===== src/rv_pkg.sv =====
package rv_pkg;

    // base integer register width
    localparam int XLEN = 32;

    // operand and result word
    typedef logic [XLEN-1:0] word_t;

    // full width product of two words
    typedef logic [2*XLEN-1:0] dword_t;

    // M extension operations, encoded as the funct3 field
    typedef enum logic [2:0] {
        MUL    = 3'b000,
        MULH   = 3'b001,
        MULHSU = 3'b010,
        MULHU  = 3'b011,
        DIV    = 3'b100,
        DIVU   = 3'b101,
        REM    = 3'b110,
        REMU   = 3'b111
    } mdu_op_e;

endpackage


===== src/mdu_pkg.sv =====
package mdu_pkg;

    // one shift step per operand bit
    localparam int ITER_CYCLES = rv_pkg::XLEN;

    // accepting edge to done
    // adds the dispatch cycle and the result register cycle
    localparam int LATENCY = ITER_CYCLES + 2;

    // wide enough to hold ITER_CYCLES itself
    localparam int CNT_W = $clog2(ITER_CYCLES) + 1;

    typedef logic [CNT_W-1:0] cnt_t;

    // controller states
    typedef enum logic [1:0] {
        IDLE    = 2'd0,
        RUN_MUL = 2'd1,
        RUN_DIV = 2'd2,
        FINISH  = 2'd3
    } ctrl_state_e;

endpackage


===== src/iter_if.sv =====
`timescale 1ns/100ps

interface iter_if;

    logic          start;
    logic          cancel;
    logic          op1_signed;
    logic          op2_signed;
    rv_pkg::word_t op1;
    rv_pkg::word_t op2;
    logic          stop;
    rv_pkg::word_t res_lo;
    rv_pkg::word_t res_hi;

    // controller side
    modport master (
        output start,
        output cancel,
        output op1_signed,
        output op2_signed,
        output op1,
        output op2,
        input  stop,
        input  res_lo,
        input  res_hi
    );

    // arithmetic unit side
    modport unit (
        input  start,
        input  cancel,
        input  op1_signed,
        input  op2_signed,
        input  op1,
        input  op2,
        output stop,
        output res_lo,
        output res_hi
    );

endinterface


===== src/div_unit.sv =====
`timescale 1ns/100ps

module div_unit (
    input  logic clk,
    input  logic reset_i,
    iter_if.unit bus
);

    logic                   busy_q;
    logic                   stop_q;
    mdu_pkg::cnt_t          cnt_q;
    logic                   neg_quot_q;
    logic                   neg_rem_q;
    logic                   zero_q;
    rv_pkg::word_t          dvd_q;
    rv_pkg::word_t          dvsr_q;
    rv_pkg::word_t          quot_q;
    rv_pkg::word_t          rem_q;
    rv_pkg::word_t          res_lo_q;
    rv_pkg::word_t          res_hi_q;

    logic                   sign1;
    logic                   sign2;
    rv_pkg::word_t          mag1;
    rv_pkg::word_t          mag2;
    logic [rv_pkg::XLEN:0]  rem_shift;
    logic [rv_pkg::XLEN:0]  diff;
    logic                   fits;
    rv_pkg::word_t          quot_next;
    rv_pkg::word_t          rem_next;
    logic                   last_step;

    assign sign1 = bus.op1_signed & bus.op1[rv_pkg::XLEN-1];
    assign sign2 = bus.op2_signed & bus.op2[rv_pkg::XLEN-1];
    assign mag1  = sign1 ? -bus.op1 : bus.op1;
    assign mag2  = sign2 ? -bus.op2 : bus.op2;

    // restoring step, bring in the next dividend bit and try a subtract
    assign rem_shift = {rem_q, quot_q[rv_pkg::XLEN-1]};
    assign diff      = rem_shift - {1'b0, dvsr_q};
    assign fits      = ~diff[rv_pkg::XLEN];
    assign rem_next  = fits ? diff[rv_pkg::XLEN-1:0] : rem_shift[rv_pkg::XLEN-1:0];
    assign quot_next = {quot_q[rv_pkg::XLEN-2:0], fits};
    assign last_step = busy_q && (cnt_q == mdu_pkg::cnt_t'(mdu_pkg::ITER_CYCLES - 1));

    always_ff @(posedge clk) begin
        if (reset_i) begin
            busy_q <= 1'b0;
            stop_q <= 1'b0;
            cnt_q  <= '0;
        end else begin
            stop_q <= 1'b0;
            if (bus.cancel) begin
                busy_q <= 1'b0;
            end else if (bus.start) begin
                busy_q <= 1'b1;
                cnt_q  <= '0;
            end else if (busy_q) begin
                cnt_q <= cnt_q + 1'b1;
                if (last_step) begin
                    busy_q <= 1'b0;
                    stop_q <= 1'b1;
                end
            end
        end
    end

    always_ff @(posedge clk) begin
        if (bus.start) begin
            quot_q     <= mag1;
            rem_q      <= '0;
            dvsr_q     <= mag2;
            dvd_q      <= bus.op1;
            zero_q     <= (bus.op2 == '0);
            neg_quot_q <= sign1 ^ sign2;
            neg_rem_q  <= sign1;
        end else if (busy_q && !bus.cancel) begin
            quot_q <= quot_next;
            rem_q  <= rem_next;
            if (last_step) begin
                // divide by zero returns all ones and the dividend untouched
                if (zero_q) begin
                    res_lo_q <= '1;
                    res_hi_q <= dvd_q;
                end else begin
                    // most negative by -1 lands on 2^31 rem 0, which is already the ISA result
                    res_lo_q <= neg_quot_q ? -quot_next : quot_next;
                    res_hi_q <= neg_rem_q ? -rem_next : rem_next;
                end
            end
        end
    end

    assign bus.stop   = stop_q;
    assign bus.res_lo = res_lo_q;
    assign bus.res_hi = res_hi_q;

    assert property (@(posedge clk) disable iff (reset_i)
        cnt_q <= mdu_pkg::ITER_CYCLES);

endmodule


===== src/mdu_ctrl.sv =====
`timescale 1ns/100ps

module mdu_ctrl (
    input  logic            clk,
    input  logic            reset_i,
    input  logic            start_i,
    input  rv_pkg::mdu_op_e op_i,
    input  rv_pkg::word_t   op1_i,
    input  rv_pkg::word_t   op2_i,
    input  logic            cancel_i,
    output logic            busy_o,
    output logic            done_o,
    output rv_pkg::word_t   result_o,
    iter_if.master          mul_m,
    iter_if.master          div_m
);

    mdu_pkg::ctrl_state_e state_q;
    rv_pkg::mdu_op_e      op_q;
    rv_pkg::word_t        op1_q;
    rv_pkg::word_t        op2_q;
    logic                 mul_start_q;
    logic                 div_start_q;

    logic                 accept;
    logic                 is_div;
    logic                 op1_signed;
    logic                 op2_signed;
    rv_pkg::word_t        mul_sel;
    rv_pkg::word_t        div_sel;

    assign accept = start_i && !busy_o && !cancel_i;
    assign is_div = op_i inside {rv_pkg::DIV, rv_pkg::DIVU, rv_pkg::REM, rv_pkg::REMU};

    // signedness per operand from the registered op
    assign op1_signed = op_q inside {rv_pkg::MULH, rv_pkg::MULHSU, rv_pkg::DIV, rv_pkg::REM};
    assign op2_signed = op_q inside {rv_pkg::MULH, rv_pkg::DIV, rv_pkg::REM};

    // low product only for MUL, remainder half for REM and REMU
    assign mul_sel = (op_q == rv_pkg::MUL) ? mul_m.res_lo : mul_m.res_hi;
    assign div_sel = (op_q inside {rv_pkg::REM, rv_pkg::REMU}) ? div_m.res_hi : div_m.res_lo;

    always_ff @(posedge clk) begin
        if (reset_i) begin
            state_q     <= mdu_pkg::IDLE;
            busy_o      <= 1'b0;
            done_o      <= 1'b0;
            result_o    <= '0;
            mul_start_q <= 1'b0;
            div_start_q <= 1'b0;
        end else begin
            mul_start_q <= 1'b0;
            div_start_q <= 1'b0;
            done_o      <= 1'b0;
            case (state_q)
                mdu_pkg::IDLE, mdu_pkg::FINISH: begin
                    if (accept) begin
                        state_q     <= is_div ? mdu_pkg::RUN_DIV : mdu_pkg::RUN_MUL;
                        busy_o      <= 1'b1;
                        mul_start_q <= !is_div;
                        div_start_q <= is_div;
                    end else begin
                        state_q <= mdu_pkg::IDLE;
                    end
                end
                mdu_pkg::RUN_MUL: begin
                    if (cancel_i) begin
                        state_q <= mdu_pkg::IDLE;
                        busy_o  <= 1'b0;
                    end else if (mul_m.stop) begin
                        state_q  <= mdu_pkg::FINISH;
                        busy_o   <= 1'b0;
                        done_o   <= 1'b1;
                        result_o <= mul_sel;
                    end
                end
                mdu_pkg::RUN_DIV: begin
                    if (cancel_i) begin
                        state_q <= mdu_pkg::IDLE;
                        busy_o  <= 1'b0;
                    end else if (div_m.stop) begin
                        state_q  <= mdu_pkg::FINISH;
                        busy_o   <= 1'b0;
                        done_o   <= 1'b1;
                        result_o <= div_sel;
                    end
                end
                default: begin
                    state_q <= mdu_pkg::IDLE;
                    busy_o  <= 1'b0;
                end
            endcase
        end
    end

    always_ff @(posedge clk) begin
        if (accept) begin
            op_q  <= op_i;
            op1_q <= op1_i;
            op2_q <= op2_i;
        end
    end

    // both units see the same operands, only start differs
    assign mul_m.start      = mul_start_q;
    assign mul_m.cancel     = cancel_i;
    assign mul_m.op1_signed = op1_signed;
    assign mul_m.op2_signed = op2_signed;
    assign mul_m.op1        = op1_q;
    assign mul_m.op2        = op2_q;

    assign div_m.start      = div_start_q;
    assign div_m.cancel     = cancel_i;
    assign div_m.op1_signed = op1_signed;
    assign div_m.op2_signed = op2_signed;
    assign div_m.op1        = op1_q;
    assign div_m.op2        = op2_q;

    assert property (@(posedge clk) disable iff (reset_i)
        !(mul_m.start && div_m.start));

    assert property (@(posedge clk) disable iff (reset_i)
        done_o |-> (state_q == mdu_pkg::FINISH));

endmodule


===== src/mdu_top.sv =====
`timescale 1ns/100ps

module mdu_top (
    input  logic            clk,
    input  logic            reset_i,
    input  logic            start_i,
    input  rv_pkg::mdu_op_e op_i,
    input  rv_pkg::word_t   op1_i,
    input  rv_pkg::word_t   op2_i,
    input  logic            cancel_i,
    output logic            busy_o,
    output logic            done_o,
    output rv_pkg::word_t   result_o
);

    // one bus per iterative unit
    iter_if mul_bus ();
    iter_if div_bus ();

    mdu_ctrl u_mdu_ctrl (
        .clk      (clk),
        .reset_i  (reset_i),
        .start_i  (start_i),
        .op_i     (op_i),
        .op1_i    (op1_i),
        .op2_i    (op2_i),
        .cancel_i (cancel_i),
        .busy_o   (busy_o),
        .done_o   (done_o),
        .result_o (result_o),
        .mul_m    (mul_bus.master),
        .div_m    (div_bus.master)
    );

    mul_unit u_mul_unit (
        .clk     (clk),
        .reset_i (reset_i),
        .bus     (mul_bus.unit)
    );

    div_unit u_div_unit (
        .clk     (clk),
        .reset_i (reset_i),
        .bus     (div_bus.unit)
    );

endmodule


===== src/mul_unit.sv =====
`timescale 1ns/100ps

module mul_unit (
    input  logic clk,
    input  logic reset_i,
    iter_if.unit bus
);

    logic           busy_q;
    logic           stop_q;
    mdu_pkg::cnt_t  cnt_q;
    logic           neg_q;
    rv_pkg::dword_t mcand_q;
    rv_pkg::word_t  mplier_q;
    rv_pkg::dword_t acc_q;
    rv_pkg::word_t  res_lo_q;
    rv_pkg::word_t  res_hi_q;

    logic           sign1;
    logic           sign2;
    rv_pkg::word_t  mag1;
    rv_pkg::word_t  mag2;
    rv_pkg::dword_t acc_next;
    rv_pkg::dword_t prod;
    logic           last_step;

    assign sign1 = bus.op1_signed & bus.op1[rv_pkg::XLEN-1];
    assign sign2 = bus.op2_signed & bus.op2[rv_pkg::XLEN-1];
    assign mag1  = sign1 ? -bus.op1 : bus.op1;
    assign mag2  = sign2 ? -bus.op2 : bus.op2;

    // add the shifted multiplicand when the current multiplier bit is set
    assign acc_next  = mplier_q[0] ? acc_q + mcand_q : acc_q;
    assign prod      = neg_q ? -acc_next : acc_next;
    assign last_step = busy_q && (cnt_q == mdu_pkg::cnt_t'(mdu_pkg::ITER_CYCLES - 1));

    always_ff @(posedge clk) begin
        if (reset_i) begin
            busy_q <= 1'b0;
            stop_q <= 1'b0;
            cnt_q  <= '0;
        end else begin
            stop_q <= 1'b0;
            if (bus.cancel) begin
                busy_q <= 1'b0;
            end else if (bus.start) begin
                busy_q <= 1'b1;
                cnt_q  <= '0;
            end else if (busy_q) begin
                cnt_q <= cnt_q + 1'b1;
                if (last_step) begin
                    busy_q <= 1'b0;
                    stop_q <= 1'b1;
                end
            end
        end
    end

    always_ff @(posedge clk) begin
        if (bus.start) begin
            mcand_q  <= {{rv_pkg::XLEN{1'b0}}, mag1};
            mplier_q <= mag2;
            acc_q    <= '0;
            neg_q    <= sign1 ^ sign2;
        end else if (busy_q && !bus.cancel) begin
            acc_q    <= acc_next;
            mcand_q  <= mcand_q << 1;
            mplier_q <= mplier_q >> 1;
            if (last_step) begin
                res_lo_q <= prod[rv_pkg::XLEN-1:0];
                res_hi_q <= prod[2*rv_pkg::XLEN-1:rv_pkg::XLEN];
            end
        end
    end

    assign bus.stop   = stop_q;
    assign bus.res_lo = res_lo_q;
    assign bus.res_hi = res_hi_q;

    // stop only ends a run that started ITER_CYCLES steps after its capture edge
    assert property (@(posedge clk) disable iff (reset_i)
        $rose(bus.stop) |-> $past(busy_q) && $past(bus.start, mdu_pkg::ITER_CYCLES + 1));

endmodule


===== config.mk =====
export PLATFORM = sky130hd
export DESIGN_NAME = mdu_top
export DESIGN_NICKNAME = d
export VERILOG_FILES = /design/src/rv_pkg.sv /design/src/mdu_pkg.sv /design/src/iter_if.sv /design/src/div_unit.sv /design/src/mdu_ctrl.sv /design/src/mdu_top.sv /design/src/mul_unit.sv
export SDC_FILE = /design/constraint.sdc
export NUM_CORES = 1
export LEC_CHECK = 0
export ABC_CLOCK_PERIOD_IN_PS = 7650
export BUFFER_PORTS_ARGS = -buffer_cell sky130_fd_sc_hd__buf_4
export CAP_MARGIN = 10
export CORE_ASPECT_RATIO = 1.75
export CORE_MARGIN = 10
export CORE_UTILIZATION = 25
export DETAILED_ROUTE_END_ITERATION = 8
export PLACE_DENSITY = 0.36
export RECOVER_POWER = 50
export REMOVE_ABC_BUFFERS = 1
export SKIP_LAST_GASP = 1
export SLEW_MARGIN = 10
export SYNTH_ARGS = -nofsm -noshare
export SYNTH_HDL_FRONTEND = slang
export SYNTH_SLANG_ARGS = --single-unit

===== constraint.sdc =====
create_clock -name clk -period 7.65 [get_ports clk]
set_input_delay 0.765 -clock clk [delete_from_list [all_inputs] [get_ports clk]]
set_output_delay 0.765 -clock clk [all_outputs]
set_load 0.02 [all_outputs]

# After elaboration in Yosys (flattened, before gate mapping)
# Index checks and enable logic that the tools add are counted.
dict set report word_totals {
  ramBits 0
  latchBits 0
  reg_bits 541
  output_inout_bits 34
  mem_bits_ro 0
  elab_cells 156
  memories 0
}
dict set report op_classes {
  order_cmp 0
  mux 51
  reduce_logical 33
  shifts 0
  mul 0
  n_div 0
  n_addsub 9
  n_eq_ne 21
  bitwise 11
}
# cell count
set op_table {}
lappend op_table {{two-way mux 32 bit} 18}
lappend op_table {{two-way mux 64 bit} 2}
lappend op_table {{negation 32 bit} 4}
lappend op_table {{adder 64 bit} 1}
lappend op_table {{negation 64 bit} 1}
lappend op_table {{case mux 32 bit (2 select lines)} 1}
lappend op_table {{subtractor 33 x 32 -> 33 bit} 1}
lappend op_table {{logical NOT 32 bit} 1}
lappend op_table {{two-way mux 6 bit} 4}
lappend op_table {{equality test 3 bit (second input constant)} 7}
lappend op_table {{two-way mux 1 bit} 17}
lappend op_table {{adder 6 x 1 -> 6 bit (second input constant)} 2}
lappend op_table {{equality test 6 x 5 -> 1 bit (second input constant)} 2}
lappend op_table {{two-way mux 2 bit} 6}
lappend op_table {{nonzero test 2 bit} 6}
lappend op_table {{AND reduction 3 bit} 3}
lappend op_table {{NOT 1 bit} 8}
lappend op_table {{nonzero test 4 bit} 2}
lappend op_table {{OR reduction 4 bit} 2}
lappend op_table {{logical AND 1 bit} 6}
lappend op_table {{inequality test 2 x 1 -> 1 bit (second input constant)} 3}
lappend op_table {{inequality test 3 x 2 -> 1 bit (second input constant)} 2}
lappend op_table {{case mux 2 bit (3 select lines)} 1}
lappend op_table {{AND reduction 2 bit} 3}
lappend op_table {{16 further kinds} 22}

# Logic depth before layout (Yosys ltp)
# Gate-level depths: netlist (run 1).
dict set report logic_depth {
  ltp_word 6
  depth_mapped 26
  mapped_depth_nobuf 24
}

# By module
# Synthesis (run 1) repeated with hierarchy kept, for this count alone.
dict set report hier_totals {
  hier_cells 3743
  area_unflattened_um2 34215.3
}
# module area_each_um2 instances cells_per_inst
set by_module_without_submodules {}
lappend by_module_without_submodules {mul_unit 16467.0 1 1969}
lappend by_module_without_submodules {div_unit 12677.2 1 1344}
lappend by_module_without_submodules {mdu_ctrl 5071.1 1 430}

# Worst setup path after synthesis (run 1)
# OpenSTA, ideal clock, no wires.
dict set report synth_path {
  kind {input-to-reg}
  startpoint {input port cancel_i}
  endpoint {register u_mdu_ctrl.state_q[0]}
  setup_ns 0.086
  required_ns 7.564
  setup_slack_ns 0.661
  t_arrival_ns 6.903
  cell_stages 6
  path_buffers 1
  cell_sequence {clkbuf_1 -> nor3b_1 -> nand2_1 -> nor2_1 -> nor2_1 -> a211oi_1}
}
dict set report synth_between {
  elab_chain_cells 4
  word_cells_on_any_way 9
  classes_between {eq/ne: 2; mux: 4; reduce/logical: 3}
}
# item line
set synth_rtl {}
lappend synth_rtl {{start: declaration} mdu_top.sv:10} ;# input logic cancel_i,
lappend synth_rtl {{logical NOT 1 bit} mdu_ctrl.sv:32} ;# assign accept = start_i && !busy_o && !cancel_i;
lappend synth_rtl {{logical AND 1 bit} mdu_ctrl.sv:32}
lappend synth_rtl {{via u_mdu_ctrl.accept} mdu_ctrl.sv:25} ;# logic accept;
lappend synth_rtl {{two-way mux 2 bit} mdu_ctrl.sv:57} ;# if (accept) begin
lappend synth_rtl {{case mux 2 bit (3 select lines)} mdu_ctrl.sv:55} ;# case (state_q)
lappend synth_rtl {{end signal: assignment} mdu_ctrl.sv:58} ;# state_q <= is_div ? mdu_pkg::RUN_DIV : mdu_pkg::RUN_MUL;
lappend synth_rtl {{end signal: assignment} mdu_ctrl.sv:63} ;# state_q <= mdu_pkg::IDLE;
lappend synth_rtl {{end signal: assignment} mdu_ctrl.sv:68} ;# state_q <= mdu_pkg::IDLE;
lappend synth_rtl {{end: declaration} mdu_ctrl.sv:18} ;# mdu_pkg::ctrl_state_e state_q;
# The timed path passes the listed nets, and every way through them passes these cells.
# A chain may end at the register's enable or synchronous reset.

# Worst setup path after layout (run 1)
dict set report layout_path {
  startpoint {register u_mdu_ctrl.div_start_q (netlist: u_mdu_ctrl.div_m.start)}
  endpoint {register u_div_unit.quot_q[3] (enable)}
}
dict set report layout_between {
  elab_chain_cells 1
}
# item line
set layout_rtl {}
lappend layout_rtl {{start: declaration} mdu_ctrl.sv:23} ;# logic div_start_q;
lappend layout_rtl {{start signal: assignment} mdu_ctrl.sv:61} ;# div_start_q <= is_div;
lappend layout_rtl {{nonzero test 2 bit (no line)} n/a}
lappend layout_rtl {{end signal: assignment} div_unit.sv:70} ;# quot_q <= mag1;
lappend layout_rtl {{end signal: assignment} div_unit.sv:78} ;# quot_q <= quot_next;
lappend layout_rtl {{end: declaration} div_unit.sv:17} ;# rv_pkg::word_t quot_q;
# No other way between the ends.

==> results of run 1 <==
## cell families after synthesis
logic type / synth area share (%)
xor gates and xnor gates: 6.36
and+or+nand+nor: 17.0
adders and majority gates: 4.22
muxes: 2.16
DFF: 45.4
AOI/OAI and AO/OA: 21.0
buffers and inverters: 3.80
## placed cells by master (no fill, tap or decap), types with 16 or more instances in the layout
master,n
buf_4,43
clkbuf_16,68
o21a_1,22
and3_1,21
o211ai_1,27
nor3_1,72
a21oi_1,273
a21o_1,60
nand2_1,308
mux2_2,20
mux2i_1,45
nand2b_1,25
clkbuf_4,49
o21ai_0,213
xor2_1,105
a311oi_1,37
or4_1,16
inv_1,109
o31ai_1,35
dfxtp_1,182
a211oi_1,92
nor2_1,359
nor4_1,19
edfxtp_1,359
nand4_1,60
a22o_1,52
clkbuf_1,76
o41ai_1,17
nand3_1,80
a31oi_1,24
xnor2_1,126
or3_1,34
and2_1,47
ha_1,104
## Yosys cell counts, types with 12 or more instances
cell type | count | area (um^2)
nand3_1 | 80 | 400
buf_2 | 23 | 115
nand2_1 | 308 | 1160
nor2_1 | 362 | 1360
or2_2 | 14 | 87.6
nor3_1 | 74 | 370
and3_1 | 21 | 131
and2_1 | 48 | 300
o21ai_0 | 213 | 1070
ha_1 | 104 | 1300
o21bai_1 | 15 | 113
buf_1 | 13 | 48.8
clkbuf_1 | 161 | 604
nand2b_1 | 24 | 150
a31oi_1 | 24 | 150
a21o_1 | 60 | 450
a22o_1 | 52 | 455
nor2b_1 | 14 | 87.6
o31a_1 | 12 | 105
mux2_2 | 21 | 236
o211ai_1 | 27 | 203
o41ai_1 | 18 | 158
mux2i_1 | 45 | 450
edfxtp_1 | 359 | 10800
or3_1 | 34 | 213
a211oi_1 | 92 | 691
or4_1 | 16 | 120
nand4_1 | 60 | 375
a21oi_1 | 273 | 1370
o21a_1 | 22 | 165
inv_1 | 110 | 413
xnor2_1 | 126 | 1100
a311oi_1 | 37 | 324
o31ai_1 | 35 | 263
xor2_1 | 105 | 920
nor4_1 | 19 | 119
dfxtp_1 | 182 | 3640
## flip-flops by register name (all words and copies together) (netlist names), 32 cells and up
signal	cells
u_mul_unit.bus.res_lo	32
u_div_unit.dvsr_q	32
u_div_unit.bus.res_hi	32
u_mdu_ctrl.div_m.op2	32
u_div_unit.dvd_q	32
u_mdu_ctrl.div_m.op1	32
u_mul_unit.acc_q	64
u_div_unit.rem_q	32
u_div_unit.bus.res_lo	32
u_div_unit.quot_q	32
u_mdu_ctrl.result_o	32
u_mul_unit.mcand_q	64
u_mul_unit.bus.res_hi	32
u_mul_unit.mplier_q	32
## per-layer routing
layer  global-route usage [%]  part of all wire [%]
met5                        0                     0
met4                     9.66                   6.2
met3                     1.73                   2.6
met2                     33.7                    56
met1                     16.6                    35
## metrics by stage
stage	hold slack (ns)	area, um^2
after floorplan	0.445	31000
after detailed placement	0.472	34400
after CTS	0.212	36500
after global routing	0.258	36200
after global placement	0.458	34400
final	0.289	36200
## power by group
group          switching, mW  internal [mW]  leakage, nW  total [mW]
Combinational           1.62          0.799         7.05        2.41
Sequential             0.159           3.31         4.73        3.46
Clock                   1.35           1.88         1.04        3.23
Total                   3.12           5.99         12.8        9.11
## final cells by class
cell class	instances	area (um^2)	area share [%]
Sequential cell	541	14400	39.8
Inverter	113	425	1.17
Timing Repair Buffer	158	941	2.60
Clock buffer	84	1800	4.97
Antenna cell	1	2.50	0.00691
Clock inverter	28	347	0.957
Tap cell	1662	2080	5.74
Multi-Input combinational cell	2544	16200	44.7
## worst paths after layout
check / from / end
max: u_mdu_ctrl.div_m.start$_SDFF_PP0_ / u_div_unit.quot_q[3]$_DFFE_PP_
min: op2_i[0] / u_mdu_ctrl.div_m.op2[0]$_DFFE_PP_
max reg2reg: u_mdu_ctrl.div_m.start$_SDFF_PP0_ / u_div_unit.quot_q[3]$_DFFE_PP_
min reg2reg: u_mul_unit.acc_q[63]$_SDFFE_PP0P_ / u_mul_unit.acc_q[63]$_SDFFE_PP0P_
==> qor.csv, run 1 <==
metric,value,unit
status,finished with violations,
violations,"max-capacitance violations, max-slew violations",
avgSynthCellArea,9.36,um^2
arrival,6.73,ns
yosysUniqueCellTypes,106,
cap_violations,14,
drv_slew,665,
tightest_slew,4.53,ns
area_growth_syn_to_layout,13.9,%
dp_hpwl,95500,um
final_cells,5131,
dr.pass1.iters,5,
fin_worst_skew,0.0299,ns
first_iter_violations,1226,
ant_nets,0,
synth-main-ff-cell,edfxtp_1,
critPathMaxFanout,131,
fill_cells,13384,
clk_pin_slew,0.07,ns
slowest_delay,2.37,ns
grt-ovfl-total,0,
crit_type,reg -> reg,
grt.total_usage,17.0,%
clock_latency,0.67,ns
power,9.11,mW
final_nets,3594,
p_per_area,251,nW/um^2
period_needed,6.51,ns
path_buf_inv,1,
period_share,85.1,%
holdPathStages,1,
fin_util,28.6,%
fin_ws,1.14,ns
grt_pass1_vias,27227,
ir_drop,0.206,mV
seq_area_frac_synth,45.4,%
dp.cells,5018,
cts_tree,yes,
hold_viol,0,
finalSetupTns,0,ns
num_vias,25992,
drcViolationCount,0,
cp_top_family,buffers and inverters,
hold_class,in -> reg,
r2r_cells,2,
drt-wirelength-per-cell,24.1,um
die_h,492,um
cts_sinks,541,
vias_per_cell,5.07,
synth_area,31800,um^2
drive_gt1_share,8.10,%
htree_levels,2,
syn_inst,3398,
ys_warn_count,0,
rsz0062_at_grt,false,
core_region_area,127000,um^2
reg2reg_slack,1.14,ns
numPortBuffers,104,
leakagePower,12.8,nW
ctsResizeCount,0,
critPathSlowestCell,clkbuf_2,
grt_max_degree,132,
post_cts_buffers,0,
grt_pass1_wl,182000,um
place.gp.congestion,0.896,
dpl_worst_slack,1.09,ns
start_util,25.1,%
num_rows,173,
antenna_found_initial,3,
cts_buffers,59,
worstPathRequired,7.87,ns
setup_viol,0,
path_cells,"clkbuf_2, or2_0",
clock_path_buffers,3,
fmax,154,MHz
wirelength,124000,um
die_x,290,um
die_area,142000,um^2
slew_headroom,-202,%
start_kind,register,
end_kind,register,
synthArstFlopShare,0,%
holdBufCountCts,0,
ys_seq_elements,541,
critical_path_depth,2,
synth_edf_count,359,
cts-root-buf,clkbuf_16,
ios,105,
(Power assumes the default switching activity.)
==> run 2: changes to the inputs <==
--- a/config.mk
+++ b/config.mk
@@ -10,13 +10,14 @@
 export CAP_MARGIN = 10
 export CORE_ASPECT_RATIO = 1.75
 export CORE_MARGIN = 10
-export CORE_UTILIZATION = 25
+export CORE_UTILIZATION = 64
 export DETAILED_ROUTE_END_ITERATION = 8
-export PLACE_DENSITY = 0.36
+export PLACE_DENSITY = 0.79
 export RECOVER_POWER = 50
 export REMOVE_ABC_BUFFERS = 1
 export SKIP_LAST_GASP = 1
 export SLEW_MARGIN = 10
 export SYNTH_ARGS = -nofsm -noshare
 export SYNTH_HDL_FRONTEND = slang
+export SYNTH_HIERARCHICAL = 1
 export SYNTH_SLANG_ARGS = --single-unit
==> run 2 against run 1 <==
Die area is 55% lower. Non-clock buffer count decreased by 14. Global-route usage rose by 18 points. Clock power down 15%. Critical path type unchanged. First-iteration DRC count rose by 140%. Flip-flop and latch count stayed put. Area after synthesis is 7.6% higher. The flow still finishes with violations (max-capacitance violations, max-slew violations). Fmax increased by 1.0%. Clock skew increased by 0.00094 ns. Hold slack improved by 0.040 ns.
==> qor.csv, run 2 <==
metric,value,unit
status,finished with violations,
violations,"max-capacitance violations, max-slew violations",
p_per_area,230,nW/um^2
synth_edf_count,359,
grt-ovfl-total,0,
hold_viol,0,
synth_area,34200,um^2
crit_type,reg -> reg,
grt_max_degree,77,
htree_levels,2,
ios,105,
layout.cells.most_common,nand2_1,
num_vias,29839,
hold_class,in -> reg,
dp.cells,4307,
die_h,326,um
yosys.area.top_type_share,31.5,%
final_nets,3857,
arrival,6.80,ns
grt_pass1_vias,29949,
wl_met2,59500,um
clock_path_buffers,3,
period_share,84.2,%
wirelength,116000,um
ir_drop,0.196,mV
first_iter_violations,3002,
netlist_top_cells_area,"edfxtp_1 (32%), dfxtp_1 (11%), a21oi_1 (5.7%)",
place.gp.congestion,0.997,
end_kind,register,
top_layer,met5,
seq_area_frac_synth,42.2,%
met1Wirelength,36600,um
holdBufCountCts,0,
period_needed,6.44,ns
power,8.37,mW
ant_nets,0,
critPathSlowestCell,nor4b_1,
critPathMaxFanout,32,
tightest_slew,4.31,ns
slew_headroom,-188,%
synth_most_common_cell,nand2_1,
fmax,155,MHz
antenna_cells,0,
area_growth_syn_to_layout,6.22,%
grt.total_usage,35.1,%
rsz0062_at_grt,false,
drcViolationCount,0,
ys_warn_count,6,
die_area,63500,um^2
num_rows,112,
syn_inst,3743,
ctsResizeCount,0,
largest_registers,"u_mul_unit/acc_q: 64 flops, u_mul_unit/mcand_q: 64 flops",
yosysUniqueCellTypes,129,
dr.pass1.iters,8,
die_x,195,um
core_region_area,53100,um^2
ys_seq_elements,541,
slowest_delay,0.78,ns
avgSynthCellArea,9.14,um^2
cts_sinks,541,
leakagePower,13.2,nW
synth-main-ff-cell,edfxtp_1,
path_cells,"inv_1, ha_1, fa_1, nor2b_4, o31ai_2, a31o_4, o21a_4, nor4b_4, nor3_2, nor2_8, inv_2, nand2_1, o21ai_0, inv_1, ha_1, inv_1, nor4b_1, nand4_1, nor4_1, o22ai_1, o31ai_1, xor2_1, mux2_2",
numPortBuffers,104,
holdWs,0.330,ns
grt_pass1_wl,175000,um
drive_gt1_share,8.17,%
drt-wirelength-per-cell,26.3,um
drv_slew,883,
start_util,64.4,%
start_kind,register,
cpMostUsedCell,inv_1,
clock_latency,0.63,ns
setup_viol,0,
cts_buffers,52,
worstPathRequired,8.01,ns
final_cells,4405,
cts-root-buf,clkbuf_16,
antenna_found_initial,4,
wl_met3,6960,um
vias_per_cell,6.77,
synth_top_area_cell,edfxtp_1,
fin_worst_skew,0.0308,ns
synthArstFlopShare,0,%
cap_violations,15,
dp_hpwl,86700,um
cts_tree,yes,
post_cts_buffers,0,
mostFrequentLayoutCells,"nand2_1 (404), a21oi_1 (389), nor2_1 (362)",
synth_commonest_cells,"nand2_1 (404), a21oi_1 (389), nor2_1 (364), edfxtp_1 (359), o21ai_0 (200)",
clk_pin_slew,0.07,ns
## run 2: cell count changes in the layout (fill, tap and decap cells not counted), sizes merged, moves of 32 or more
cell / change
a21oi: +121
xnor2: +35
a311oi: -32
nand4b: +35
mux2i: +33
o21ai: +39
nand2: +107
## run 2: layer usage
layer,vias up,global-route usage (%)
met4,4,33.5
li1,13519,-
met2,1534,63.2
met1,14229,33.2
met5,-,0
met3,553,5.25
## run 2: cell families after synthesis
logic type               after synthesis  share of synthesized area, %
buffers and inverters                358                          5.25
AND/OR/NAND/NOR                     1287                          18.5
flip-flops                           541                          42.2
AO/OA/AOI/OAI                       1057                          19.5
adder cells (fa/ha/maj)              109                          4.03
multiplexers                          93                          2.78
XOR/XNOR                             298                          7.77
## run 2: worst max-delay path: cells and delay by family, from the launching register on
kind	cells	cell delay, ns
xor gates and xnor gates	1	0.12
muxes	1	0.28
and+or+nand+nor	8	2.52
AOI/OAI and AO/OA	6	1.42
buffers and inverters	4	0.55
DFF	1	0.37
adders and majority gates	3	0.89
## run 2: path summary, 6_finish.rpt
path	start	to	slack [ns]	cells past startpoint
worst max-delay path	u_div_unit/quot_q[31]$_DFFE_PP_	u_div_unit/bus.res_hi[24]$_DFFE_PP_	1.21	23
worst min-delay path	op1_i[21]	u_mdu_ctrl/div_m.op1[21]$_DFFE_PN_	0.33	1
worst max register to register	u_div_unit/quot_q[31]$_DFFE_PP_	u_div_unit/bus.res_hi[24]$_DFFE_PP_	1.21	23
worst min register to register	u_mul_unit/mcand_q[37]$_SDFFE_PP0P_	u_mul_unit/mcand_q[38]$_SDFFE_PP0P_	0.48	2
## run 2: final cells by class
| class | instances | area, um^2 |
|---|---|---|
| Sequential cell | 541 | 14400 |
| Inverter | 94 | 353 |
| Fill cell | 4200 | 16800 |
| Clock buffer | 67 | 1450 |
| Timing Repair Buffer | 144 | 876 |
| Tap cell | 684 | 856 |
| Clock inverter | 31 | 363 |
| Multi-Input combinational cell | 2844 | 18000 |
## run 2: power breakdown
part,internal [mW],total [mW],switching [mW],leakage (nW)
Combinational,0.728,2.10,1.37,7.54
Clock,1.53,2.76,1.23,0.877
Sequential,3.32,3.51,0.188,4.74
Total,5.58,8.37,2.79,13.2
## run 2: metrics by stage
stage	TNS [ns]	area (um^2)	utilization, %	worst slack, ns
after floorplan	-120.27	32800	-	-1.88
after global placement	0	34800	65.4	1.57
after detailed placement	0	34800	65.4	1.49
after CTS	0	36600	68.9	1.37
after global routing	0	36300	68.4	0.908
final	0	36300	68.4	1.21
